### src/tage_lfsr.sv
`timescale 1ns/1ps

module tage_lfsr #(
    parameter logic [7:0] lfsr_seed = 8'hff
)(
    input  logic       clk,
    input  logic       reset,
    input  logic       step,
    output logic [7:0] random_num
);

    logic [7:0] state;

    // galois form, taps 8 6 5 4
    always_ff @(posedge clk) begin
        if (reset) begin
            state <= lfsr_seed;
        end else if (step) begin
            state <= {1'b0, state[7:1]} ^ (state[0] ? 8'hb8 : 8'h00);
        end
    end

    assign random_num = state;  // caller compares against 170

endmodule

### config.mk
export PLATFORM = sky130hd
export DESIGN_NAME = tage_lfsr
export DESIGN_NICKNAME = d
export VERILOG_FILES = /design/src/tage_lfsr.sv
export SDC_FILE = /design/constraint.sdc
export NUM_CORES = 1
export LEC_CHECK = 0
export BUFFER_PORTS_ARGS = -buffer_cell sky130_fd_sc_hd__buf_2
export CORE_AREA = 2 2 39 41
export CTS_CLUSTER_SIZE = 30
export DETAILED_ROUTE_END_ITERATION = 16
export DIE_AREA = 0 0 41 43
export GPL_ROUTABILITY_DRIVEN = 0
export HOLD_SLACK_MARGIN = 0.12
export SLEW_MARGIN = 0
export SYNTH_ARGS = -nofsm -noshare
export SYNTH_HDL_FRONTEND = slang
export SYNTH_SLANG_ARGS = --single-unit
### constraint.sdc
create_clock -name clk -period 3 [get_ports clk]
set_clock_uncertainty 0.2 [all_clocks]
set_input_delay 0.45 -clock clk [delete_from_list [all_inputs] [get_ports clk]]
set_output_delay 0.45 -clock clk [all_outputs]
set_load 0.01 [all_outputs]
==> metrics.txt <==
critical path required time=2350 ps; final max-slew violation count=0; Cell Area, Placed=379 um2; antenna viol nets, final=0; DP Worst Slack=1580 ps; CTS tree=done; Worst slew margin=83.5%; GRT Util Overall=8.38%; DR DRC count=0; cts repair resizes=0; drt wl/cell=9.98 um; Num CTS Buffers=3; Finished Layout Cells=57; nets=46; final worst slack=1470 ps; Clk Latency, worst-skew pair=250 ps; reg2reg setup slack=1940 ps; most frequent cell after synthesis=dfxtp_1; worst reg2reg path depth=2; dpl hpwl=404 um; HP Class=register to register; Crit Path Category=register to output port; pwr/cell area=588 nW/um2; cell area after synthesis=325 um2; FP Rows=14; core footprint=1380 um2; layout cells sized above 1=39.0%; area grow syn2layout=23.5%; CTS HTree Levels=1; WL final=569 um; Post-synth ARST share=0%; status=finished, final reports clean; Crit path max-delay family=flip-flops; die area=1760 um2; sequential-to-total area share from yosys stat=49.2%; first-pass GRT wire length=993 um; CP Launch Type=register; R2R Path Start=random_num[0]$_SDFFE_PP1P_; CTS Root Cell=clkbuf_4; Via Count=245; Via density=4.30; I/O Buffers=10; max cap viols=0; final setup violation count=0; CTS clock-pin slew for the worst setup and hold paths=50 ps; Area contributors post-synth=dfxtp_1, a211o_1, xnor2_1; Post-synth EDFFs=0; largest net degree at the start of global routing=15; maximum root-to-sink buffer count=2; post-CTS setup buffer count=0; Setup Total Neg Slack=0 ps; ys flop type=dfxtp_1; Final Cycle Share=51.1%; Final Hold Fails=0; Buffers & Inverters on Critical Path=1; critical path startpoint=random_num[0]$_SDFFE_PP1P_; Min-Delay Startpoint=random_num[7]$_SDFFE_PP1P_; RSZ-0062 raised after global routing=no; syn_nets=33; crit path cell chain=buf_2; die width=41 um; Max Freq=652 MHz; CTS sink cnt=8; final hold slack=281 ps; CP max FO=6; Initial Utilization=23.5%; vias in the first global route=247; WHS Endpoint=random_num[6]$_SDFFE_PP1P_; total of fill cells in the finished design=148; Synth top area share=49.2%; Commonest cells post-synth=dfxtp_1, a211o_1, nor2b_1, nor3_1, xnor2_1; slowest CP cell=dfxtp_1; Synth Area per Inst=10.8 um2; ANT cells=0; post-route minimum period=1530 ps; Util after Layout=29.0%; Ports=11; worst slew pin tran=247 ps; #FFs+latches synth=8; GRT Residual Overflow=0; Tot Pwr=0.236 mW; Iter 0 DRT Violations=5; Max VDD drop=0.273 mV; Worst Setup End Kind=output port; max reg flops=8; Placed Cells=54; count of cell types in the netlist=12; R2R Path End=random_num[0]$_SDFFE_PP1P_; TritonRoute pass-1 iters=3; Cells after Synth=30; die height=43 um; hold depth=1; Lkg Pwr=0.159 nW; CTS Hold Bufs=0; Worst EP arrival=880 ps; Synth area leader=dfxtp_1; Max stage delay on crit path=450 ps; Final Cell Area=402 um2; Yosys warning total=0; antenna violations before repair=0
[worst max-delay path by stage]
stage                                            end  slack [ps]  cells past startpoint
after floorplan           random_num[4]$_SDFFE_PP1P_        1790                      3
final                                  random_num[0]        1470                      1
after detailed placement  random_num[6]$_SDFFE_PP1P_        1580                      3
after CTS                              random_num[0]        1450                      1
after global placement    random_num[6]$_SDFFE_PP1P_        1590                      3
after global routing                   random_num[0]        1400                      1
[kinds of logic after synthesis]
| group | share of synthesized area (%) |
|---|---|
| flops | 49.2 |
| buf+inv | 5.00 |
| xor+xnor | 8.08 |
| simple gates | 18.5 |
| compound gates | 19.2 |
[cells in the final DEF (no fill, tap or decap)]
cell type,n
buf_2,10
dfxtp_1,8
a211o_1,5
xnor2_1,3
nor3_1,3
nor2b_1,3
clkbuf_4,3
a21oi_1,2
and2b_4,1
a21oi_2,1
nor2b_2,1
and2b_1,1
[metal layers]
metal,GRT usage (%),wire length (um),vias to the layer above
met5,0,0,-
met4,6.00,0,0
met3,3.66,44,0
met2,9.69,231,7
met1,11.8,294,106
li1,-,-,132
[where the power goes]
group | leakage, nW | total [mW] | switching [mW] | internal [mW]
sequential | 0.0665 | 0.122 | 0.00724 | 0.115
combinational | 0.0789 | 0.0354 | 0.0170 | 0.0185
clock | 0.0138 | 0.0783 | 0.0328 | 0.0455
total | 0.159 | 0.236 | 0.0570 | 0.179
[layout make-up]
type / count / area (um2) / share of cell area, %
sequential: 8 / 160 / 39.9
multi-input combinational: 20 / 149 / 37.1
timing repair buffer: 10 / 50.0 / 12.5
clock buffer: 3 / 22.5 / 5.61
tap: 16 / 20.0 / 4.98
Note: power is estimated with default switching activity, not from simulation.
