<file path="src/tage_pkg.sv">
package tage_pkg;

    //////////////////////////////////////////////////
    // table geometry
    //////////////////////////////////////////////////

    localparam int num_banks   = 4;
    localparam int ctr_bits    = 3;  // msb is the direction
    localparam int useful_bits = 2;

    // counter given to a freshly allocated entry
    localparam logic [ctr_bits-1:0] ctr_weak_taken     = 3'd4;
    localparam logic [ctr_bits-1:0] ctr_weak_not_taken = 3'd3;

    //////////////////////////////////////////////////
    // history lengths, geometric series
    //////////////////////////////////////////////////

    localparam int hist_len_0 = 10;
    localparam int hist_len_1 = 20;
    localparam int hist_len_2 = 40;
    localparam int hist_len_3 = 80;
    localparam int max_hist   = 80;  // width of the global history

    // per table lookup, shortest first
    localparam int hist_lens [num_banks] = '{hist_len_0, hist_len_1, hist_len_2, hist_len_3};

endpackage

</file>
<file path="src/tage_bank.sv">
`timescale 1ns/1ps

module tage_bank
    import tage_pkg::*;
#(
    parameter int index_bits = 6,
    parameter int tag_bits   = 8,
    parameter int hist_len   = hist_len_0
)(
    input  logic                   clk,
    input  logic                   reset,
    input  logic                   lookup_valid,
    input  logic [index_bits-1:0]  index,
    input  logic [tag_bits-1:0]    tag,
    output logic [ctr_bits-1:0]    ctr_out,
    output logic [useful_bits-1:0] useful_out,
    output logic                   hit_out,
    input  logic                   update_en,
    input  logic [index_bits-1:0]  update_index,
    input  logic [tag_bits-1:0]    update_tag,
    input  logic [ctr_bits-1:0]    update_ctr,
    input  logic                   set_entry,
    input  logic                   inc_useful,
    input  logic                   dec_useful,
    input  logic                   refresh_hi,
    input  logic                   refresh_lo
);

    localparam int entries = 1 << index_bits;

    logic                   valid_mem  [entries];
    logic [tag_bits-1:0]    tag_mem    [entries];
    logic [ctr_bits-1:0]    ctr_mem    [entries];
    logic [useful_bits-1:0] useful_mem [entries];

    logic [index_bits-1:0]  last_index;  // entry of the last read
    logic [index_bits-1:0]  u_index;
    logic [useful_bits-1:0] u_cur;

    // a decay without a counter write targets the entry read last
    assign u_index = update_en ? update_index : last_index;
    assign u_cur   = useful_mem[u_index];

    always_ff @(posedge clk) begin
        if (reset) begin
            for (int i = 0; i < entries; i++) begin
                valid_mem[i]  <= 1'b0;
                tag_mem[i]    <= '0;
                ctr_mem[i]    <= '0;
                useful_mem[i] <= '0;
            end
            ctr_out    <= '0;
            useful_out <= '0;
            hit_out    <= 1'b0;
            last_index <= '0;
        end else begin
            //////////////////////////////////////////////////
            // lookup
            //////////////////////////////////////////////////
            if (lookup_valid) begin
                ctr_out    <= ctr_mem[index];
                useful_out <= useful_mem[index];
                hit_out    <= valid_mem[index] && (tag_mem[index] == tag);
                last_index <= index;
            end

            //////////////////////////////////////////////////
            // update
            //////////////////////////////////////////////////
            if (update_en) begin
                ctr_mem[update_index] <= update_ctr;
                if (set_entry) begin  // new allocation
                    tag_mem[update_index]   <= update_tag;
                    valid_mem[update_index] <= 1'b1;
                end
            end

            if (update_en && set_entry) begin
                useful_mem[update_index] <= '0;
            end else if (inc_useful && u_cur != '1) begin
                useful_mem[u_index] <= u_cur + 1'b1;  // saturates at max
            end else if (dec_useful && u_cur != '0) begin
                useful_mem[u_index] <= u_cur - 1'b1;
            end

            // refresh wins over a same cycle useful write
            for (int i = 0; i < entries; i++) begin
                if (refresh_hi) begin
                    useful_mem[i][useful_bits-1] <= 1'b0;
                end
                if (refresh_lo) begin
                    useful_mem[i][0] <= 1'b0;
                end
            end
        end
    end

endmodule

</file>
<file path="config.mk">
export PLATFORM = sky130hd
export DESIGN_NAME = tage_bank
export DESIGN_NICKNAME = d
export VERILOG_FILES = /design/src/tage_pkg.sv /design/src/tage_bank.sv
export SDC_FILE = /design/constraint.sdc
export NUM_CORES = 1
export LEC_CHECK = 0
export BUFFER_PORTS_ARGS = -buffer_cell sky130_fd_sc_hd__clkbuf_2
export CAP_MARGIN = 40
export CORE_MARGIN = 2
export CORE_UTILIZATION = 35
export DETAILED_ROUTE_END_ITERATION = 8
export GPL_TIMING_DRIVEN = 0
export SKIP_LAST_GASP = 1
export SYNTH_ARGS = -nofsm -noshare
export SYNTH_HDL_FRONTEND = slang
export SYNTH_SLANG_ARGS = --single-unit
export TNS_END_PERCENT = 20
</file>
<file path="constraint.sdc">
create_clock -name clk -period 9.5 [get_ports clk]
set_clock_uncertainty 0.05 [all_clocks]
set_input_delay 0.475 -clock clk [delete_from_list [all_inputs] [get_ports clk]]
set_output_delay 0.475 -clock clk [all_outputs]
set_load 0.1 [all_outputs]
</file>
==> flow_metrics.py <==
metrics = {
    "placed_design": {
        "place_congestion": 0.997,
        "dpl_cell_area_um2": 47000,
        "port_buffers": 28,
        "dp_hpwl_um": 121000,
        "placedCellCount": 4990,
    },
    "sta": {
        "setup_viol": 0,
        "hold_viol": 0,
        "fin_crit_sh_pct": 66.4,
        "grt_setup_unrepaired": "no",
        "final.setup.tns_ns": 0,
        "fin_crit_ns": 6.31,
        "slew_headroom_pct": 33.3,
        "fmax_mhz": 158,
        "finalMaxSlewViolations": 0,
        "worstMarginPinSlew_ns": 1.00,
    },
    "clocking": {
        "ctsResizeCount": 0,
        "clk_pin_slew_worst_paths_ns": 0.06,
        "post-cts-setup-buffers": 0,
        "cts_sinks": 908,
        "clock_path_buffers": 3,
        "cts_tree": "yes",
        "cts_max_level": 3,
        "clockRootBuffer": "clkbuf_16",
        "hold_buffers": 0,
        "cts_buffers": 96,
        "clock_latency_ns": 0.70,
    },
    "worst_hold_path": {
        "hold_start": "tag[2]",
        "hold_class": "input pin to flip-flop",
    },
    "synthesis": {
        "syn_area_per_cell_um2": 13.5,
        "synthCells": 3262,
        "ys_seq_elements": 908,
        "yosysSeqAreaShare_pct": 60.0,
        "synth_area_um2": 44200,
        "synthFlopType": "edfxtp_1",
        "syn_nets": 3304,
        "yosys_warnings": 0,
        "yosysTopAreaCell": "edfxtp_1",
        "yosys-top-cells-area": "edfxtp_1 57%, mux4_2 13%, and3_1 6.1%, and2_1 4.9%, dfxtp_1 3.4%",
        "synth.top_cell.area_share_pct": 56.5,
        "synth_edf_count": 832,
        "yosysUniqueCellTypes": 60,
        "async_flop_share_pct": 0,
    },
    "drt": {
        "routed_wl_um": 167000,
        "drc_errors": 0,
        "wl_per_cell_um": 32.4,
        "num_vias": 31253,
        "ant_nets": 0,
        "drt_pass1_iterations": 5,
        "vias_per_cell": 6.05,
        "drt_iter0_markers": 4578,
    },
    "global_route": {
        "grtUsageTotal_pct": 25.5,
        "grt_pass1_vias": 30488,
        "grt_pass1_wl_um": 233000,
        "grt-ovfl-total": 0,
        "antenna_found_initial": 11,
        "grt_max_degree": 14,
    },
    "die": {
        "fp.dieH_um": 359,
        "initial_core_util_pct": 35.2,
        "dieWidth_um": 359,
        "die_area_um2": 129000,
        "rows": 130,
        "coreArea_um2": 125000,
        "io_pins": 46,
    },
    "critical_path": {
        "crit_chain": "clkbuf_2, buf_2, mux2i_1, buf_1, buf_2, buf_2, mux4_2, a211oi_1, a31oi_1, a21oi_1, mux2i_1, ha_1, nor2b_1, o21ai_1, a21oi_2, buf_2, clkbuf_1, nand3_1, o21ai_1, nand2_1, o21ai_0",
        "setup.worst_path.start_class": "input pin",
        "crit_path_max_fanout": 10,
        "crit_start": "update_en",
        "critical-path-top-delay-family": "buffers and inverters",
        "crit_type": "input pin to flip-flop",
        "critical_path_required_ns": 9.84,
        "r2r-start": "last_index[0]$_SDFFE_PP0P_",
        "crit_top_cell": "buf_2",
        "path_buf_inv": 7,
        "cpPeakStageDelay_ns": 0.64,
        "cp.arrival_ns": 6.65,
        "cp_slowest_cell": "buf_1",
        "crit_path_end_kind": "flip-flop",
    },
    "finish": {
        "postLayoutCellArea_um2": 50100,
        "instances_no_fill": 5170,
        "finalNetCount": 3480,
        "area_delta_synth_final_pct": 13.4,
        "drive_above_1_share_pct": 17.3,
        "fill_cells": 11626,
    },
    "pwr": {
        "total_leakage_power_nw": 18.9,
        "ir_drop_uv": 159,
        "p_per_area_nw_per_um2": 188,
        "finalPower_w": 0.00940,
    },
    "run_status": {
        "outcome": "finished clean",
    },
    "flow_run": {
        "drv_cap": 0,
    },
}
[routing by layer]
metal,global-route usage (%),vias up,routed length (um)
met2,38.8,2015,74700
met4,13.3,10,9670
li1,-,12688,-
met3,6.51,412,19300
met1,33.5,16128,63600
met5,0,-,60
[kinds of logic (layout without fill, tap and decap cells)]
group	Yosys count	after routing	synth area share [%]
compound gates	388	388	5.39
xor+xnor	8	8	0.159
fa+ha+maj	2	2	0.0566
buf+inv	380	633	3.49
flops	908	908	60.0
mux	355	355	15.3
other cells	0	5	0
simple gates	1221	1221	15.6
[layout make-up]
class / instances / area [um^2] / share of cell area, %
plain buffers: 371 / 1520 / 3.03
flip-flops and latches: 908 / 26500 / 52.9
well taps: 1650 / 2060 / 4.12
clock buffers: 113 / 2510 / 5.00
diodes: 5 / 12.5 / 0.0250
repair buffers: 78 / 757 / 1.51
multi-input cells: 1974 / 16200 / 32.2
clock inverters: 62 / 558 / 1.11
inverters: 9 / 33.8 / 0.0674
[state kept, by name, indices dropped and copies added, names as in the netlist]
register and count:
tag_mem 512, ctr_mem 192, useful_mem 128, valid_mem 64, last_index 6, ctr_out 3
useful_out 2, hit_out 1
[synthesized netlist by cell type, drive strengths merged, types with 76 or more instances]
| library cell | instances |
|---|---|
| and2 | 348 |
| and3 | 430 |
| buf | 78 |
| clkbuf | 293 |
| dfxtp | 76 |
| edfxtp | 832 |
| mux2i | 92 |
| mux4 | 256 |
| nand2 | 77 |
| nor2 | 211 |
| o21ai | 204 |
| or2 | 76 |
[stage by stage]
step / hold WS [ns] / worst slack, ns / util (%)
after detailed placement: 0.387 / 2.67 / 37.5
after global routing: 0.126 / 2.90 / 39.9
after global placement: 0.381 / 2.47 / 37.0
after floorplan: 0.375 / 4.66 / -
final: 0.131 / 3.19 / 40.0
after CTS: 0.0995 / 3.37 / 39.9
[report_power, final]
part / internal, W / switching [W] / leakage, nW
Combinational: 0.000319 / 0.000686 / 8.73
Clock: 0.00211 / 0.00168 / 1.49
Sequential: 0.00454 / 0.0000684 / 8.73
Total: 0.00696 / 0.00244 / 18.9
[path summary, 6_finish.rpt]
| check | cells past startpoint | to | slack, ns |
|---|---|---|---|
| worst max-delay path | 21 | useful_mem[45][0]$_SDFFCE_PN0P_ | 3.19 |
| worst max register to register | 19 | useful_mem[45][0]$_SDFFCE_PN0P_ | 3.22 |
| worst min register to register | 1 | valid_mem[2]$_DFF_P_ | 0.40 |
| worst min-delay path | 4 | hit_out$_SDFFE_PP0P_ | 0.13 |
[cells in the final DEF, fill, tap and decap left out, types with 48 or more instances in the layout]
| master | synthesis | routed |
|---|---|---|
| mux4_2 | 256 | 256 |
| clkbuf_1 | 293 | 304 |
| or2_2 | 61 | 61 |
| nand2_1 | 77 | 77 |
| dfxtp_1 | 76 | 76 |
| mux2i_1 | 92 | 92 |
| nor2_1 | 211 | 211 |
| and3_1 | 430 | 430 |
| edfxtp_1 | 832 | 832 |
| o21ai_1 | 113 | 113 |
| clkbuf_16 | 0 | 97 |
| buf_2 | 42 | 48 |
| a21o_1 | 65 | 65 |
| and2_1 | 347 | 347 |
| o21ai_0 | 91 | 91 |
[worst min-delay path, stage by stage]
cell and delay (ns):
clkbuf_2 0.13, xor2_1 0.08, nand3_1 0.09, o32ai_1 0.08
(Power assumes the default switching activity.)
