$ cat config.mk
export PLATFORM = sky130hd
export DESIGN_NAME = tage_hash
export DESIGN_NICKNAME = d
export VERILOG_FILES = /design/src/tage_pkg.sv /design/src/tage_hash.sv
export SDC_FILE = /design/constraint.sdc
export NUM_CORES = 1
export LEC_CHECK = 0
export ABC_AREA = 0
export ABC_CLOCK_PERIOD_IN_PS = 4600
export BUFFER_PORTS_ARGS = -buffer_cell sky130_fd_sc_hd__buf_4
export CORE_ASPECT_RATIO = 0.9
export CORE_UTILIZATION = 61
export CTS_CLUSTER_SIZE = 25
export DETAILED_ROUTE_END_ITERATION = 10
export PLACE_DENSITY = 0.85
export REMOVE_ABC_BUFFERS = 1
export SETUP_SLACK_MARGIN = 0.4
export SYNTH_ARGS = -nofsm -noshare
export SYNTH_HDL_FRONTEND = slang
export SYNTH_SLANG_ARGS = --single-unit
export TNS_END_PERCENT = 1
$ cat constraint.sdc
create_clock -name clk -period 4.6 [get_ports clk]
set_input_delay 1.38 -clock clk [delete_from_list [all_inputs] [get_ports clk]]
set_output_delay 1.38 -clock clk [all_outputs]
set_load 0.1 [all_outputs]
$ cat src/tage_pkg.sv
package tage_pkg;

    //////////////////////////////////////////////////
    // table geometry
    //////////////////////////////////////////////////

    localparam int num_banks   = 4;
    localparam int ctr_bits    = 3;  // msb is the direction
    localparam int useful_bits = 2;

    // counter given to a freshly allocated entry
    localparam logic [ctr_bits-1:0] ctr_weak_taken     = 3'd4;
    localparam logic [ctr_bits-1:0] ctr_weak_not_taken = 3'd3;

    //////////////////////////////////////////////////
    // history lengths, geometric series
    //////////////////////////////////////////////////

    localparam int hist_len_0 = 10;
    localparam int hist_len_1 = 20;
    localparam int hist_len_2 = 40;
    localparam int hist_len_3 = 80;
    localparam int max_hist   = 80;  // width of the global history

    // per table lookup, shortest first
    localparam int hist_lens [num_banks] = '{hist_len_0, hist_len_1, hist_len_2, hist_len_3};

endpackage

$ cat src/tage_hash.sv
`timescale 1ns/1ps

module tage_hash
    import tage_pkg::*;
#(
    parameter int index_bits = 6,
    parameter int tag_bits   = 8
)(
    input  logic                                  clk,
    input  logic                                  reset,
    input  logic                                  lookup,
    input  logic [31:0]                           pc,
    input  logic                                  hist_push,
    input  logic                                  hist_taken,
    output logic [num_banks-1:0][index_bits-1:0]  bank_index,
    output logic [num_banks-1:0][tag_bits-1:0]    bank_tag
);

    logic [max_hist-1:0]                  hist;  // bit 0 is the newest outcome
    logic [num_banks-1:0][index_bits-1:0] next_index;
    logic [num_banks-1:0][tag_bits-1:0]   next_tag;

    // xor the first len bits of history down to width bits
    function automatic logic [31:0] fold(input logic [max_hist-1:0] h, input int len,
                                         input int width);
        logic [31:0] f;
        f = '0;
        for (int i = 0; i < max_hist; i++) begin
            if (i < len) begin
                f[i % width] = f[i % width] ^ h[i];
            end
        end
        return f;
    endfunction

    always_comb begin : hash_calc
        logic [31:0] fi;
        logic [31:0] ft;
        for (int b = 0; b < num_banks; b++) begin
            fi = fold(hist, hist_lens[b], index_bits);
            ft = fold(hist, hist_lens[b], tag_bits);
            next_index[b] = pc[2 +: index_bits] ^ fi[index_bits-1:0];
            // tag folding rotated left by one so it differs from the index fold
            next_tag[b] = pc[2+index_bits +: tag_bits]
                        ^ {ft[tag_bits-2:0], ft[tag_bits-1]};
        end
    end

    always_ff @(posedge clk) begin
        if (reset) begin
            hist       <= '0;
            bank_index <= '0;
            bank_tag   <= '0;
        end else begin
            if (hist_push) begin
                hist <= {hist[max_hist-2:0], hist_taken};  // shifts only at commit
            end
            if (lookup) begin
                bank_index <= next_index;  // held until next lookup
                bank_tag   <= next_tag;
            end
        end
    end

endmodule

==> results of run 1 <==
## how the worst max path moves through the flow
stage                                            from                           to  cells past startpoint
after global placement                          pc[3]  bank_index[19]$_SDFFE_PP0P_                      6
after floorplan                                 pc[3]  bank_index[19]$_SDFFE_PP0P_                      5
after global routing       bank_index[7]$_SDFFE_PP0P_                bank_index[7]                      1
after CTS                 bank_index[23]$_SDFFE_PP0P_               bank_index[23]                      1
final                        bank_tag[1]$_SDFFE_PP0P_                  bank_tag[1]                      1
after detailed placement                        pc[2]  bank_index[18]$_SDFFE_PP0P_                      6
## sequential cells by signal, indices dropped and copies added (netlist names)
signal,flops
bank_index,24
hist,80
bank_tag,32
## power by group
part | switching (W) | internal (W) | leakage (nW) | total (W)
clock | 0.000474 | 0.00103 | 0.323 | 0.00151
sequential | 0.0000204 | 0.00121 | 1.11 | 0.00123
combinational | 0.000351 | 0.000129 | 1.99 | 0.000480
## stage by stage
stage	util	area (µm²)	instances	power (W)	setup WS [ps]
2_1_floorplan	-	6020	542	0.001602	1907
3_3_place_gp	0.6955	6775	746	0.001730	1670
3_5_place_dp	0.6955	6775	746	0.001738	1636
4_1_cts	0.7633	7436	778	0.003243	2001
5_1_grt	0.7633	7436	778	0.003319	1976
6_report	0.7633	7436	778	0.003220	2022
## cells in the final DEF (no fill, tap or decap)
cell / instances
xor2_1: 22
nor2_1: 142
clkbuf_8: 4
xnor3_1: 29
nor2b_1: 1
xor3_1: 1
clkbuf_1: 4
clkinv_2: 2
nor3_1: 3
inv_1: 1
dfxtp_1: 136
nand2_1: 2
a21oi_1: 4
o21a_1: 1
clkbuf_16: 16
buf_12: 1
xnor2_1: 72
mux2i_1: 98
buf_4: 77
bufinv_16: 6
a211oi_1: 29
o21ai_0: 1
## per-layer routing
layer / track usage / up-vias / share of wire
met5: 0 / - / 0
met4: 0.1043 / 0 / 0.017
met3: 0.07109 / 17 / 0.045
met2: 0.4236 / 104 / 0.49
met1: 0.3351 / 1987 / 0.45
li1: - / 2052 / -
## cell type report
type,count,area share
clock buffers,24,0.06327
flip-flops and latches,136,0.3661
well taps,126,0.02120
multi-input cells,405,0.4429
clock inverters,8,0.02558
repair buffers,78,0.08043
inverters,1,0.0005048
## kinds of logic after synthesis
family / after synthesis / share of synthesized area
flops: 136 / 0.4423
simple gates: 148 / 0.09126
buf+inv: 37 / 0.02276
compound gates: 35 / 0.04065
xor+xnor: 124 / 0.2437
mux: 98 / 0.1593
==> results_dict.tcl, run 1 <==
set metrics [dict create \
    status "finished clean" \
    crit_fanout 2 \
    skew_ps 7.348 \
    synth_enable_flop_cells 0 \
    drt_iter0_markers 215 \
    end_kind "output port" \
    crit_path_top_delay_cell "dfxtp_1" \
    drc 0 \
    fin_crit_ps 2578 \
    r2r-end "bank_index[18]$_SDFFE_PP0P_" \
    ctsHtreeMaxLevel 4 \
    async_flop_share 0 \
    area_growth_pct 20.79 \
    vias 4160 \
    worstPathArrival_ps 1200 \
    synthFlopType "dfxtp_1" \
    wl_um 12900 \
    core_um2 9742 \
    ys_types 18 \
    initial_utilization 0.6319 \
    place.gp.congestion 0.7980 \
    yosysSeqAreaShare 0.4423 \
    clk_pin_slew_ps 60 \
    first_pass_iters 4 \
    cpPeakStageDelay_ps 360 \
    min_to "bank_index[22]$_SDFFE_PP0P_" \
    antenna_found_initial 0 \
    grt_max_degree 99 \
    io_buffers 74 \
    cp_cell_sequence "buf_4" \
    min_period_over_period 0.5604 \
    crit_family "flip-flops" \
    die_h_um 97.30 \
    yosys_warnings 0 \
    r2r_start "hist[6]$_SDFFE_PP0P_" \
    wl_per_cell_um 16.58 \
    clk_path_buf_depth 2 \
    final-hold-violation-count 0 \
    multi_input_area_um2 3293 \
    power_per_cell_area_nw_per_um2 433.1 \
    synth.avg_cell_area_um2 10.65 \
    p_leak_nw 3.423 \
    max_freq_ghz 0.3879 \
    seq_area_um2 2723 \
    min_from "bank_index[22]$_SDFFE_PP0P_" \
    ir_worst_vdd_mv 0.4669 \
    ant_nets 0 \
    holdCritPathClass "reg -> reg" \
    fillers 642 \
    fin_nets 676 \
    synth_top_area_frac 0.4423 \
    whs_path_depth 2 \
    clockRootBuffer "clkbuf_8" \
    r2r_slack_ps 2520 \
    cts_tree "done" \
    tns_ps 0 \
    synthMostInstantiatedCell "nor2_1" \
    slew_violations 0 \
    cp.buffers_inverters 1 \
    gr-total-overflow 0 \
    cts_hold_buf 0 \
    synthTopCellsByCount "142 x nor2_1, 136 x dfxtp_1, 98 x mux2i_1" \
    post_cts_buffers 0 \
    fp.dieW_um 107.9 \
    rsz0062_at_grt "false" \
    synth_top_area_cell "dfxtp_1" \
    ff2ff_path_depth 5 \
    critical_path_class "reg -> out" \
    ys_ff_latch 136 \
    ctsResizeCount 0 \
    maxSlewHeadroom 0.3642 \
    diodes 0 \
    syn_inst 578 \
    dp.final_hpwl_um 8637 \
    hold_slack_ps 487.5 \
    synth.top_cells.by_area "dfxtp_1 44%, mux2i_1 16%, xnor3_1 11%, xnor2_1 10%, nor2_1 8.7%" \
    maxCapViolations 0 \
    cts.sinks 136 \
    drive_gt1_frac 0.1626 \
    grt_pass1_vias 4088 \
    dieArea_um2 10500 \
    pin_count 93 \
    rows 34 \
    cts_inserted_buffers 17 \
    grt.total_usage 0.2633 \
    cp-start-kind "flop" \
    worstPathRequired_ps 3220 \
    setup_viol 0 \
    grt_first_pass_wirelength_um 20630 \
    netlist_area_um2 6156 \
    worst_pin_slew_ps 953.7 \
    clock_latency_ps 520 \
    viasPerCell 5.347 \
]
Power figures use the tool's default switching activity.
==> inputs of run 2 (changes only) <==
--- a/config.mk
+++ b/config.mk
@@ -6,13 +6,13 @@
 export NUM_CORES = 1
 export LEC_CHECK = 0
 export ABC_AREA = 0
-export ABC_CLOCK_PERIOD_IN_PS = 4600
+export ABC_CLOCK_PERIOD_IN_PS = 2110
 export BUFFER_PORTS_ARGS = -buffer_cell sky130_fd_sc_hd__buf_4
 export CORE_ASPECT_RATIO = 0.9
-export CORE_UTILIZATION = 61
+export CORE_UTILIZATION = 51
 export CTS_CLUSTER_SIZE = 25
 export DETAILED_ROUTE_END_ITERATION = 10
-export PLACE_DENSITY = 0.85
+export PLACE_DENSITY = 0.76
 export REMOVE_ABC_BUFFERS = 1
 export SETUP_SLACK_MARGIN = 0.4
 export SYNTH_ARGS = -nofsm -noshare
==> constraint.sdc (replaced) <==
create_clock -name clk -period 2.11 [get_ports clk]
set_input_delay 0.633 -clock clk [delete_from_list [all_inputs] [get_ports clk]]
set_output_delay 0.633 -clock clk [all_outputs]
set_load 0.1 [all_outputs]
==> run 2 against run 1 <==
  * Combinational power rose by 130%
  * Sequential cell count did not move
  * Total power grew 100%
  * Wire length grew 2.2%
  * Global-route usage is 4.4 points lower
  * Worst setup slack worse by 1700 ps
  * Non-clock buffer count is 23 higher
  * Clock power up 77%
  * Cell area increased by 2.6%
  * Clock-buffer cell count decreased by 2
  * Clock skew grew 1.3 ps
  * Critical path type is now reg -> reg
  * Largest cell class unchanged
  * Largest power group is now sequential cells
==> results_dict.tcl, run 2 (same netlist as run 1, synthesis figures left out) <==
set metrics [dict create \
    ir_worst_vdd_mv 0.5772 \
    fin_crit_ps 1750 \
    dieArea_um2 12510 \
    io_buffers 74 \
    p_leak_nw 3.522 \
    wl_per_cell_um 15.87 \
    antenna_found_initial 0 \
    vias 4182 \
    power_per_cell_area_nw_per_um2 844.6 \
    place_ws_ps -14.27 \
    fin_area_um2 7627 \
    clockRootBuffer "clkbuf_16" \
    critical_path_class "reg -> reg" \
    min_period_over_period 0.8294 \
    hold_slack_ps 452.3 \
    holdCritPathClass "in -> reg" \
    crit_path_top_delay_cell "xnor3_1" \
    end_kind "flop" \
    pin_count 93 \
    ant_nets 0 \
    grt_first_pass_wirelength_um 21010 \
    initial_utilization 0.5319 \
    dp.final_hpwl_um 9254 \
    wl_um 13190 \
    worst_pin_slew_ps 411.9 \
    slew_violations 0 \
    cts.sinks 136 \
    fillers 926 \
    place_area_um2 7033 \
    layout_commonest_cell "nor2_1" \
    die_h_um 106.2 \
    mostFrequentLayoutCells "142 x nor2_1, 129 x dfxtp_1, 98 x mux2i_1, 95 x buf_4, 68 x xnor2_1" \
    drt_iter0_markers 186 \
    clk_pin_slew_ps 60 \
    worstPathArrival_ps 2080 \
    largest_reg_flops 80 \
    grt_max_degree 41 \
    drc 0 \
    final_core_util 0.6590 \
    crit_fanout 4 \
    ctsHtreeMaxLevel 4 \
    gr-total-overflow 0 \
    clk_path_buf_depth 2 \
    rows 37 \
    cts_hold_buf 0 \
    setup_ws_ps 359.9 \
    final-hold-violation-count 0 \
    area_growth_pct 23.90 \
    cts_tree "done" \
    fin_nets 699 \
    rsz0062_at_grt "true" \
    viasPerCell 5.032 \
    cts_inserted_buffers 17 \
    grt.total_usage 0.2193 \
    diodes 0 \
    first_pass_iters 4 \
    max_freq_ghz 0.5714 \
    status "finished clean" \
    cp-start-kind "flop" \
    clock_latency_ps 420 \
    fp.dieW_um 117.8 \
    drive_gt1_frac 0.2089 \
    setup_viol 0 \
    skew_ps 8.679 \
    grt_pass1_vias 4167 \
    reg.largest.list "hist x80, bank_tag x32, bank_index x24" \
    maxSlewHeadroom 0.7234 \
    cp_cell_sequence "xnor3_1 -> xor2_1 -> xnor2_1 -> xor2_1 -> a211oi_1" \
    cpPeakStageDelay_ps 430 \
    worstPathRequired_ps 2440 \
    place.gp.congestion 0.7764 \
    maxCapViolations 0 \
    cpMostUsedCell "xor2_1" \
    top_register "hist" \
    core_um2 11570 \
]
-- run 2: changes by cell type in the layout (fill, tap and decap cells not counted), sizes merged --
cell,delta
buf,+23
bufinv,-6
clkinv,+6
clkbuf,-2
clkinvlp,+2
-- run 2: final cells by class --
cell class / count / area [µm²] / share of cell area
Clock buffer: 22 / 464.2 / 0.06086
Clock inverter: 10 / 73.82 / 0.009678
Inverter: 1 / 3.754 / 0.0004921
Multi-Input combinational cell: 405 / 3323 / 0.4357
Sequential cell: 136 / 2734 / 0.3584
Tap cell: 156 / 195.2 / 0.02559
Timing Repair Buffer: 101 / 833.3 / 0.1093
-- run 2: path summary, 6_finish.rpt --
path                            startpoint                          end  slack, ps  depth (start not counted)
setup / recovery     hist[21]$_SDFFE_PP0P_  bank_index[21]$_SDFFE_PP0P_        360                          5
hold / removal                  hist_taken         hist[0]$_SDFFE_PP0P_        450                          3
setup reg to reg     hist[21]$_SDFFE_PP0P_  bank_index[21]$_SDFFE_PP0P_        360                          5
hold reg to reg   bank_tag[4]$_SDFFE_PP0P_     bank_tag[4]$_SDFFE_PP0P_        490                          2
-- run 2: critical path, delay by kind of cell (launching register included) --
family         cells  cell delay, ps
XOR/XNOR           4            1040
flip-flops         1             390
AO/OA/AOI/OAI      1             230
-- run 2: metrics by stage --
stage | total power, W | cells | setup TNS [ps]
floorplan | 0.003494 | 542 | 0
global placement | 0.003818 | 797 | -0.8384
detailed placement | 0.003832 | 797 | -14.27
CTS | 0.006472 | 831 | 0
global route | 0.006641 | 831 | 0
finish | 0.006442 | 831 | 0
-- run 2: power breakdown --
group	switching, W	internal [W]	leakage [nW]
Clock	0.00111	0.00156	0.260
Sequential	0.0000450	0.00264	1.11
Combinational	0.000774	0.000310	2.15
Total	0.00192	0.00452	3.52
-- run 2: timing repair --
item	4_1_cts	5_1_grt
pin swaps	12	2
resized for setup	7	5
setup buffers	2	0
endpoints found under the setup margin	17	50
hold endpoints to repair	0	0
-- run 2: routing by layer --
metal  track usage  routed length (µm)  vias up
li1              -                   -     2101
met1        0.2595                5849     1999
met2        0.3853                6720       65
met3       0.05204                 403       17
met4       0.08425                 212        0
met5             0                   0        -
