File: src/tage_pkg.sv
package tage_pkg;

    //////////////////////////////////////////////////
    // table geometry
    //////////////////////////////////////////////////

    localparam int num_banks   = 4;
    localparam int ctr_bits    = 3;  // msb is the direction
    localparam int useful_bits = 2;

    // counter given to a freshly allocated entry
    localparam logic [ctr_bits-1:0] ctr_weak_taken     = 3'd4;
    localparam logic [ctr_bits-1:0] ctr_weak_not_taken = 3'd3;

    //////////////////////////////////////////////////
    // history lengths, geometric series
    //////////////////////////////////////////////////

    localparam int hist_len_0 = 10;
    localparam int hist_len_1 = 20;
    localparam int hist_len_2 = 40;
    localparam int hist_len_3 = 80;
    localparam int max_hist   = 80;  // width of the global history

    // per table lookup, shortest first
    localparam int hist_lens [num_banks] = '{hist_len_0, hist_len_1, hist_len_2, hist_len_3};

endpackage

File: src/tage_predictor.sv
`timescale 1ns/1ps

module tage_predictor
    import tage_pkg::*;
#(
    parameter int index_bits = 6,
    parameter int tag_bits   = 8
)(
    input  logic                                   clk,
    input  logic                                   reset,
    input  logic                                   lookup_done,
    input  logic [num_banks-1:0][index_bits-1:0]   bank_index,
    input  logic [num_banks-1:0][tag_bits-1:0]     bank_tag,
    input  logic [num_banks-1:0][ctr_bits-1:0]     bank_ctr,
    input  logic [num_banks-1:0][useful_bits-1:0]  bank_useful,
    input  logic [num_banks-1:0]                   bank_hit,
    input  logic [7:0]                             random_num,
    output logic                                   pred_valid,
    output logic                                   pred_taken,
    output logic                                   pred_hit,
    output logic [1:0]                             pred_provider,
    input  logic                                   commit_start,
    input  logic                                   commit_taken,
    output logic [num_banks-1:0]                   update_en,
    output logic [num_banks-1:0][index_bits-1:0]   update_index,
    output logic [num_banks-1:0][tag_bits-1:0]     update_tag,
    output logic [num_banks-1:0][ctr_bits-1:0]     update_ctr,
    output logic [num_banks-1:0]                   set_entry,
    output logic [num_banks-1:0]                   inc_useful,
    output logic [num_banks-1:0]                   dec_useful
);

    //////////////////////////////////////////////////
    // provider, alternate and allocation choice
    //////////////////////////////////////////////////

    logic                 any_hit;
    logic [1:0]           provider;
    logic                 has_alt;
    logic [num_banks-1:0] cand;  // free tables above the provider
    logic [1:0]           primary;
    logic [1:0]           secondary;
    logic                 has_second;

    assign any_hit = |bank_hit;

    always_comb begin
        provider = '0;
        for (int b = 0; b < num_banks; b++) begin
            if (bank_hit[b]) begin
                provider = 2'(b);  // highest hit wins
            end
        end
        has_alt = 1'b0;
        for (int b = 0; b < num_banks; b++) begin
            if (bank_hit[b] && b < provider) begin
                has_alt = 1'b1;
            end
        end
        for (int b = 0; b < num_banks; b++) begin
            cand[b] = (bank_useful[b] == '0) && (!any_hit || b > provider);
        end
    end

    always_comb begin : pick_candidates
        logic found;
        found      = 1'b0;
        has_second = 1'b0;
        primary    = '0;
        secondary  = '0;
        for (int b = 0; b < num_banks; b++) begin
            if (cand[b] && !found) begin
                primary = 2'(b);  // lowest free table
                found   = 1'b1;
            end else if (cand[b] && !has_second) begin
                secondary  = 2'(b);
                has_second = 1'b1;
            end
        end
    end

    //////////////////////////////////////////////////
    // prediction record
    //////////////////////////////////////////////////

    logic                                 rec_has_alt;
    logic [ctr_bits-1:0]                  rec_ctr;
    logic [num_banks-1:0][index_bits-1:0] rec_index;
    logic [num_banks-1:0][tag_bits-1:0]   rec_tag;
    logic [1:0]                           rec_target;
    logic                                 rec_has_target;

    always_ff @(posedge clk) begin
        if (reset) begin
            pred_valid     <= 1'b0;
            pred_taken     <= 1'b0;
            pred_hit       <= 1'b0;
            pred_provider  <= '0;
            rec_has_alt    <= 1'b0;
            rec_has_target <= 1'b0;
        end else if (lookup_done) begin
            pred_valid     <= 1'b1;
            pred_taken     <= any_hit && bank_ctr[provider][ctr_bits-1];  // miss is not-taken
            pred_hit       <= any_hit;
            pred_provider  <= provider;
            rec_has_alt    <= has_alt;
            rec_has_target <= |cand;
        end else if (commit_start) begin
            pred_valid <= 1'b0;  // record consumed
        end
    end

    always_ff @(posedge clk) begin
        if (lookup_done) begin
            rec_ctr    <= bank_ctr[provider];
            rec_index  <= bank_index;
            rec_tag    <= bank_tag;
            // roughly 2/3 toward the shorter candidate
            rec_target <= (random_num < 8'd170 || !has_second) ? primary : secondary;
        end
    end

    //////////////////////////////////////////////////
    // commit update rules
    //////////////////////////////////////////////////

    logic mispredict;

    assign mispredict   = commit_taken != pred_taken;
    assign update_index = rec_index;  // one branch in flight, so one index per table
    assign update_tag   = rec_tag;

    always_comb begin
        update_en  = '0;
        update_ctr = '0;
        set_entry  = '0;
        inc_useful = '0;
        dec_useful = '0;
        if (commit_start && pred_valid) begin
            if (pred_hit) begin
                update_en[pred_provider] = 1'b1;
                if (commit_taken) begin
                    update_ctr[pred_provider] = (rec_ctr == '1) ? rec_ctr : rec_ctr + 1'b1;
                end else begin
                    update_ctr[pred_provider] = (rec_ctr == '0) ? rec_ctr : rec_ctr - 1'b1;
                end
                if (rec_has_alt) begin  // useful only moves when the alternate also hit
                    inc_useful[pred_provider] = !mispredict;
                    dec_useful[pred_provider] = mispredict;
                end
            end
            if (mispredict && (!pred_hit || pred_provider != 2'(num_banks - 1))) begin
                if (rec_has_target) begin
                    update_en[rec_target]  = 1'b1;
                    set_entry[rec_target]  = 1'b1;
                    update_ctr[rec_target] = commit_taken ? ctr_weak_taken : ctr_weak_not_taken;
                end else begin
                    // nothing free, age every longer table
                    for (int b = 0; b < num_banks; b++) begin
                        if (!pred_hit || b > pred_provider) begin
                            dec_useful[b] = 1'b1;
                        end
                    end
                end
            end
        end
    end

endmodule

File: config.mk
export PLATFORM = sky130hd
export DESIGN_NAME = tage_predictor
export DESIGN_NICKNAME = d
export VERILOG_FILES = /design/src/tage_pkg.sv /design/src/tage_predictor.sv
export SDC_FILE = /design/constraint.sdc
export NUM_CORES = 1
export LEC_CHECK = 0
export BUFFER_PORTS_ARGS = -buffer_cell sky130_fd_sc_hd__buf_2
export CAP_MARGIN = 0
export CORE_MARGIN = 2
export CORE_UTILIZATION = 38
export CTS_CLUSTER_DIAMETER = 80
export DETAILED_ROUTE_END_ITERATION = 12
export GPL_ROUTABILITY_DRIVEN = 0
export GPL_TIMING_DRIVEN = 0
export HOLD_SLACK_MARGIN = 0.15
export PLACE_DENSITY = 0.73
export SETUP_SLACK_MARGIN = 0.15
export SLEW_MARGIN = 20
export SYNTH_ARGS = -nofsm -noshare
export SYNTH_HDL_FRONTEND = slang
export SYNTH_SLANG_ARGS = --single-unit
File: constraint.sdc
create_clock -name clk -period 1.9 [get_ports clk]
set_clock_uncertainty 0.15 [all_clocks]
set_input_delay 0.095 -clock clk [delete_from_list [all_inputs] [get_ports clk]]
set_output_delay 0.095 -clock clk [all_outputs]
set_load 0.05 [all_outputs]
==> results of run 1 <==
==> final timing paths <==
check | startpoint | end | slack, ns | cells past startpoint
hold reg to reg | pred_valid | pred_valid | 0.38 | 2
setup reg to reg | rec_has_target | rec_has_target | 0.80 | 3
hold / removal | bank_hit[2] | pred_hit | 0.07 | 4
setup / recovery | rec_ctr[0] | update_ctr[0] | -0.42 | 7
==> cell type report <==
type / instances / area (µm²) / share of cell area
repair buffers: 278 / 2110 / 0.357
flip-flops and latches: 68 / 1990 / 0.337
multi-input cells: 145 / 1370 / 0.233
clock buffers: 10 / 128 / 0.0216
well taps: 99 / 124 / 0.0210
plain buffers: 9 / 83.8 / 0.0142
clock inverters: 6 / 63.8 / 0.0108
inverters: 9 / 33.8 / 0.00572
diodes: 1 / 2.50 / 0.000424
==> per-layer routing <==
layer | global-route usage | wire, µm | vias up
met5 | 0 | 0 | -
met4 | 0.124 | 486 | 0
met3 | 0.0672 | 921 | 41
met2 | 0.498 | 6330 | 214
met1 | 0.279 | 3950 | 1491
li1 | - | - | 1458
==> power by group <==
| group | internal [mW] | switching [mW] | leakage [nW] |
|---|---|---|---|
| Sequential | 1.76 | 0.0606 | 0.657 |
| Combinational | 0.409 | 0.740 | 1.66 |
| Clock | 0.607 | 0.547 | 0.0927 |
==> sequential cells by signal (all words and copies together) (netlist names) <==
name,flops
pred_taken,1
pred_provider,2
rec_has_target,1
pred_valid,1
rec_target,2
update_index,24
pred_hit,1
rec_has_alt,1
rec_ctr,3
update_tag,32
==> worst register-to-register path, delay by kind of cell (launching register included) <==
family	cells	cell delay (ns)
buffers and inverters	1	0.24
AO/OA/AOI/OAI	1	0.24
flip-flops	1	0.32
AND/OR/NAND/NOR	1	0.06
==> cell usage after synthesis (5+ instances only) <==
master / number
edfxtp_1: 61
o21ai_0: 19
inv_1: 9
nand2_1: 11
nor2_1: 27
or3_1: 5
dfxtp_1: 7
nand4_1: 6
a21oi_1: 17
nand3_1: 8
clkbuf_1: 6
==> through the flow <==
stage	worst slack, ns	setup TNS (ns)	hold WS, ns	cell area [µm²]
floorplan	-0.158	-1.05	0.00436	3240
global placement	-0.373	-3.66	0.121	4260
detailed placement	-0.402	-3.36	0.123	4270
CTS	-0.464	-4.58	0.0428	5690
global route	-0.524	-6.93	0.125	5900
finish	-0.424	-5.03	0.0735	5900
==> cells by family after synthesis <==
group                    after synthesis  synth area share
adder cells (fa/ha/maj)                4            0.0164
buffers and inverters                 18            0.0268
flip-flops                            68             0.681
AND/OR/NAND/NOR                       81             0.143
XOR/XNOR                               1           0.00302
multiplexers                           4            0.0138
AO/OA/AOI/OAI                         55             0.117
==> what timing repair did <==
| action | in CTS | in global routing |
|---|---|---|
| setup buffers | 18 | 5 |
| pin swaps | 17 | 17 |
| endpoints found under the setup margin | 28 | 31 |
| hold buffers | 75 | 3 |
| resized for setup | 95 | 38 |
| hold endpoints to repair | 68 | 4 |
==> metrics, run 1 <==
status finished, violations left; failing checks setup timing; Cell Chain, Critical Path inv_2, ha_4, or3b_4, a211oi_4, a31oi_4, o21ai_4, buf_6; top cells by area, synth edfxtp_1 (63%), dfxtp_1 (4.8%), nor2_1 (3.5%), o21ai_0 (3.3%), a21oi_1 (2.9%); CTS buffer count 9; Cell Count Post-Placement 509; synthesized flop and latch total 68; post-synth top area share 0.632; crit path max fanout 4; gr usage total 0.267; RSZ-0062 raised after global routing true; fin util 0.805; Slowest cell on crit path or3b_4; total power 4.12 mW; first-pass GRT wire length ~17 mm; cell taking the most area after synthesis edfxtp_1; Core Area between 0.007 and 0.008 mm²; final hold vios 0; Hold Path Class in2reg; Yosys cell types 41; die area between 0.008 and 0.009 mm²; Initial Utilization 0.395; most common flop cell mapped by yosys edfxtp_1; Post-Syn Nets approximately 330; die height between 90 and 100 µm; initial antenna violation count 0; Setup Crit Path Kind reg2out; Cell Rows 31; IO Pins 182; largest net degree at the start of global routing 64; CP arrival 2.08 ns; number of synthesized flops with an enable pin between 60 and 70; Residual DRC 0; Setup crit start kind flip-flop; most common library cell in the layout ignoring fill and taps buf_2; PortBufs ~180; CP Buf/Inv Count 2; synth warn 0; Synth Cell Area 0.00290 mm²; worst slew pin tran ~0.76 ns; cells after synthesis roughly 230; Clock Root Buffer clkbuf_8; worst relative slew slack 0.491; final WL 11.7 mm; pins over their slew limit 0; total grt overflow 0; register area share after synthesis 0.681; Final WS setup -0.424 ns; fraction of registers with async set/reset 0; Skew-Pair Late Insertion Delay between 0.3 and 0.4 ns; Detailed Routing Iterations Pass 1 4; Final setup viols 18; clock tree sinks a little under 70; Detail Route Antenna Nets 0; post-DR wirelength/cell 18.7 µm; Vias per Instance roughly 5; clock-pin slew on the worst setup and hold paths ~0.070 ns; cell family with most CP delay compound AO/OA/AOI/OAI gates; period utilization 1.22; nets@finish just over 600; Longest Clk Path Bufs 2; Tmin final between 2 and 2.5 ns; filler cell count 372; most frequent cells in the layout buf_2 (151), dlygate4sd3_1 (75), edfxtp_1 (61); DP Wirelength 6.31 mm; post-route insts no fill between 600 and 700; static leakage ~2.4 nW; Critical Path Max Stage Delay about 0.4 ns; CP endpoint kind primary output; Max Freq approximately 430 MHz; Max Cap Violations 0; Die Width around 91 µm; vias post-DR 3204; CTS H-Tree Depth 3; Starting DRT DRC Count 160; layout cells sized above 1 0.558; maximum VDD drop between 700 and 800 µV; PD cells 698 mW/mm²; worst endpoint required time around 1.7 ns; vias in the first global route 3318; CTS tree built; Avg Cell Area, Syn about 13 µm²; Area Overhead vs Synth 104%
No activity file was read; power rests on OpenSTA's default activity.
==> inputs of run 2 (changes only) <==
--- a/config.mk
+++ b/config.mk
@@ -15,6 +15,7 @@
 export GPL_TIMING_DRIVEN = 0
 export HOLD_SLACK_MARGIN = 0.15
 export PLACE_DENSITY = 0.73
+export RECOVER_POWER = 25
 export SETUP_SLACK_MARGIN = 0.15
 export SLEW_MARGIN = 20
 export SYNTH_ARGS = -nofsm -noshare
==> metrics, run 2 (synthesized netlist as in run 1, its figures left out) <==
Hold Worst Slack roughly 0.062 ns; vias in the first global route 3318; Starting DRT DRC Count 158; CTS H-Tree Depth 3; CTS buffer count 9; Detailed Routing Iterations Pass 1 4; die area ~0.0083 mm²; CP endpoint kind primary output; Setup crit start kind flip-flop; pre-CTS WS -0.402 ns; maximum VDD drop ~800 µV; fin util 0.804; highest metal used met4; failing checks setup timing; Longest Clk Path Bufs 2; met2 wire len ~6.3 mm; Vias per Instance 5.15; Clock Root Buffer clkbuf_8; PortBufs 179; Area Overhead vs Synth 103%; DP Wirelength approximately 6.3 mm; Tmin final 2.34 ns; status finished, violations left; worst slew pin tran 0.754 ns; period utilization 1.23; routed length on met3 847 µm; Skew-Pair Late Insertion Delay around 0.34 ns; Final setup viols 20; PD cells between 700 and 800 mW/mm²; first-pass GRT wire length around 17 mm; RSZ-0062 raised after global routing true; final hold vios 0; IO Pins 182; M1 WL about 4 mm; nets@finish slightly above 600; CP arrival around 2.1 ns; max FFs per register 32; gr usage total 0.267; Cell Rows 31; post-DR wirelength/cell approximately 19 µm; die height a little over 90 µm; Max Freq approximately 430 MHz; clock-pin slew on the worst setup and hold paths 0.07 ns; most frequent cells in the layout buf_2 (143), dlygate4sd3_1 (75), edfxtp_1 (61); Detail Route Antenna Nets 0; Max Cap Violations 0; largest net degree at the start of global routing 64; Initial Utilization 0.395; worst relative slew slack 0.497; CTS tree built; Final WS setup -0.438 ns; initial antenna violation count 0; static leakage 2.39 nW; clock tree sinks 68; most common library cell in the layout ignoring fill and taps buf_2; vias post-DR 3217; pins over their slew limit 0; Core Area around 0.0073 mm²; Hold Path Class in2reg; crit path max fanout 4; total power roughly 4.1 mW; final WL approximately 12 mm; Residual DRC 0; Die Width just over 90 µm; Setup Crit Path Kind reg2out; worst endpoint required time between 1.5 and 2 ns; layout cells sized above 1 0.543; total grt overflow 0
[run 2: cell types whose count changed in the layout (fill, tap and decap cells not counted)]
cell      delta
clkbuf_1     +8
buf_2        -8
[run 2: area by class of cell]
| class | count | area, µm² |
|---|---|---|
| well taps | 99 | 124 |
| clock buffers | 10 | 128 |
| inverters | 9 | 33.8 |
| clock inverters | 6 | 63.8 |
| repair buffers | 278 | 2100 |
| flip-flops and latches | 68 | 1990 |
| plain buffers | 9 | 83.8 |
| fillers | 378 | 1440 |
| diodes | 1 | 2.50 |
| multi-input cells | 145 | 1370 |
[run 2: through the flow]
stage | instance area, µm² | std cells | setup TNS, ns
finish | 5890 | 625 | -5.23
global route | 5890 | 624 | -6.93
CTS | 5690 | 618 | -4.58
detailed placement | 4270 | 509 | -3.36
global placement | 4260 | 509 | -3.66
floorplan | 3240 | 231 | -1.05
[run 2: metal layers]
layer,vias to the layer above,track usage
met3,42,0.0672
li1,1458,-
met1,1505,0.279
met2,212,0.498
met4,0,0.124
met5,-,0
[run 2: final timing paths]
kind / slack (ns) / depth (start not counted) / end / from
worst max-delay path: -0.44 / 7 / update_ctr[0] / rec_ctr[0]
worst min-delay path: 0.06 / 4 / pred_hit / bank_hit[2]
worst max register to register: 0.80 / 3 / rec_has_target / rec_has_target
worst min register to register: 0.38 / 2 / pred_valid / pred_valid
[run 2: worst max-delay path, cell delays in order, from the launching register on]
cell      delay, ns
edfxtp_1       0.40
inv_2          0.11
ha_4           0.15
or3b_4         0.41
a211oi_4       0.24
a31oi_4        0.10
o21ai_4        0.17
buf_6          0.17
[run 2: what timing repair did]
action                                  4_1_cts  5_1_grt
resized for setup                            95       38
pin swaps                                    17       17
endpoints found under the setup margin       28       31
hold buffers                                 75        3
hold endpoints to repair                     68        4
buffers inserted                             18        5
[run 2: power breakdown]
part | switching [mW] | internal, mW | leakage, nW | total [mW]
logic | 0.740 | 0.406 | 1.64 | 1.15
registers | 0.0607 | 1.76 | 0.657 | 1.82
clock network | 0.567 | 0.606 | 0.0927 | 1.17
==> inputs of run 3 (changes only) <==
--- a/config.mk
+++ b/config.mk
@@ -6,7 +6,7 @@
 export NUM_CORES = 1
 export LEC_CHECK = 0
 export BUFFER_PORTS_ARGS = -buffer_cell sky130_fd_sc_hd__buf_2
-export CAP_MARGIN = 0
+export CAP_MARGIN = 20
 export CORE_MARGIN = 2
 export CORE_UTILIZATION = 38
 export CTS_CLUSTER_DIAMETER = 80
==> constraint.sdc (replaced) <==
create_clock -name clk -period 2 [get_ports clk]
set_clock_uncertainty 0.15 [all_clocks]
set_input_delay 0.1 -clock clk [delete_from_list [all_inputs] [get_ports clk]]
set_output_delay 0.1 -clock clk [all_outputs]
set_load 0.05 [all_outputs]
==> metrics, run 3 (synthesized netlist as in run 1, its figures left out) <==
vias post-DR approximately 3100; pre-CTS WS -0.246 ns; Hold Path Class in2reg; Cell Rows 31; static leakage 2.40 nW; Initial Utilization 0.395; first-pass GRT wire length approximately 16 mm; Final WS setup -0.328 ns; Detailed Routing Iterations Pass 1 4; vias in the first global route between 3000 and 4000; layout cells sized above 1 0.541; grt met1 use 0.270; final WL approximately 11 mm; IO Pins about 180; Clock Root Buffer clkbuf_8; status finished, violations left; Tmin final around 2.3 ns; Finished Cell Area roughly 0.0058 mm²; total power a little under 4 mW; most common library cell in the layout ignoring fill and taps buf_2; routing usage on met2 0.473; Setup crit start kind flip-flop; met3 usage 0.0664; Residual DRC 0; post-place instance area 0.00421 mm²; period utilization 1.16; gr usage total 0.255; Final setup viols 17; worst slew pin tran roughly 0.68 ns; PortBufs between 150 and 200; filler cell count 437; CTS tree built; Longest Clk Path Bufs 2; CP arrival around 2.1 ns; CP Buf/Inv Count 2; Starting DRT DRC Count 143; Setup Crit Path Kind reg2out; DP Wirelength about 6.2 mm; total grt overflow 0; RSZ-0062 raised after global routing true; Area Overhead vs Synth 99.5%; failing checks setup timing; worst relative slew slack 0.543; PD cells a little under 700 mW/mm²; Critical Path Max Stage Delay 0.48 ns; Core Area around 0.0073 mm²; clock tree sinks between 60 and 70; cell family with most CP delay simple AND/OR/NAND/NOR gates; Detail Route Antenna Nets 0; CTS H-Tree Depth 3; initial antenna violation count 0; Ant. Diodes 0; Max Freq 430 MHz; Max Cap Violations 0; maximum VDD drop 627 µV; largest net degree at the start of global routing 64; post-DR wirelength/cell between 15 and 20 µm; Vias per Instance around 5.0; pins over their slew limit 0; CP endpoint kind primary output; crit path max fanout 3; Cell Chain, Critical Path inv_2, ha_1, or4b_4, nand3_4, nand2_2, o32ai_4, buf_6; final hold vios 0; CTS buffer count 9; max FFs per register 32; Slowest cell on crit path or4b_4; die height 91.3 µm; clock-pin slew on the worst setup and hold paths approximately 0.070 ns; worst endpoint required time between 1.5 and 2 ns; nets@finish 617; GR peak layer met2; most frequent cells in the layout buf_2 (151), dlygate4sd3_1 (76), edfxtp_1 (61); die area 0.00834 mm²; Die Width 91.3 µm; Skew-Pair Late Insertion Delay about 0.33 ns
==> run 3: worst reg2reg max path, delay by kind of cell (launching register included) <==
family          cells  cell delay [ns]
buf+inv             1             0.54
flops               1             0.36
compound gates      1             0.13
simple gates        1             0.05
==> run 3: layout make-up <==
cell class                      count  area (µm²)  share of cell area
Multi-Input combinational cell    145        1250               0.217
Tap cell                           99         124              0.0214
Clock inverter                      5        77.6              0.0134
Inverter                            9        36.3             0.00628
Clock buffer                       10         128              0.0221
Sequential cell                    68        1990               0.345
Buffer                              9        87.6              0.0152
Timing Repair Buffer              279        2080               0.360
==> run 3: layer usage <==
layer | up-vias | part of all wire | wire length [µm]
li1 | 1456 | - | -
met1 | 1443 | 0.35 | 3840
met2 | 166 | 0.55 | 6050
met3 | 31 | 0.063 | 690
met4 | 0 | 0.039 | 425
met5 | - | 0 | 0
==> run 3: final timing paths <==
| path | startpoint | end | slack, ns | depth (start not counted) |
|---|---|---|---|---|
| max | rec_ctr[0] | update_ctr[5] | -0.33 | 7 |
| min | bank_hit[2] | pred_hit | 0.07 | 4 |
| max reg2reg | pred_valid | pred_valid | 0.66 | 3 |
| min reg2reg | pred_provider[0] | pred_provider[0] | 0.42 | 2 |
==> run 3: metrics by stage <==
step,TNS [ns],cells,util,hold slack [ns]
after floorplan,-0.213,231,-,0.00936
after global placement,-1.65,509,0.573,0.126
after detailed placement,-1.71,509,0.574,0.128
after CTS,-3.31,617,0.765,0.0403
after global routing,-4.57,624,0.788,0.0903
final,-3.14,624,0.788,0.0678
==> run 3: power breakdown <==
part	internal (mW)	switching (mW)	total (mW)
Sequential	1.67	0.0574	1.73
Clock	0.691	0.480	1.17
Combinational	0.371	0.665	1.04
==> run 3: repair_timing <==
action / 4_1_cts / 5_1_grt
setup endpoints to repair: 27 / 32
buffers inserted: 18 / 5
hold buffers: 75 / 4
pin swaps: 15 / 14
endpoints found under the hold margin: 68 / 65
gates cloned: 0 / 0
resized for setup: 85 / 29
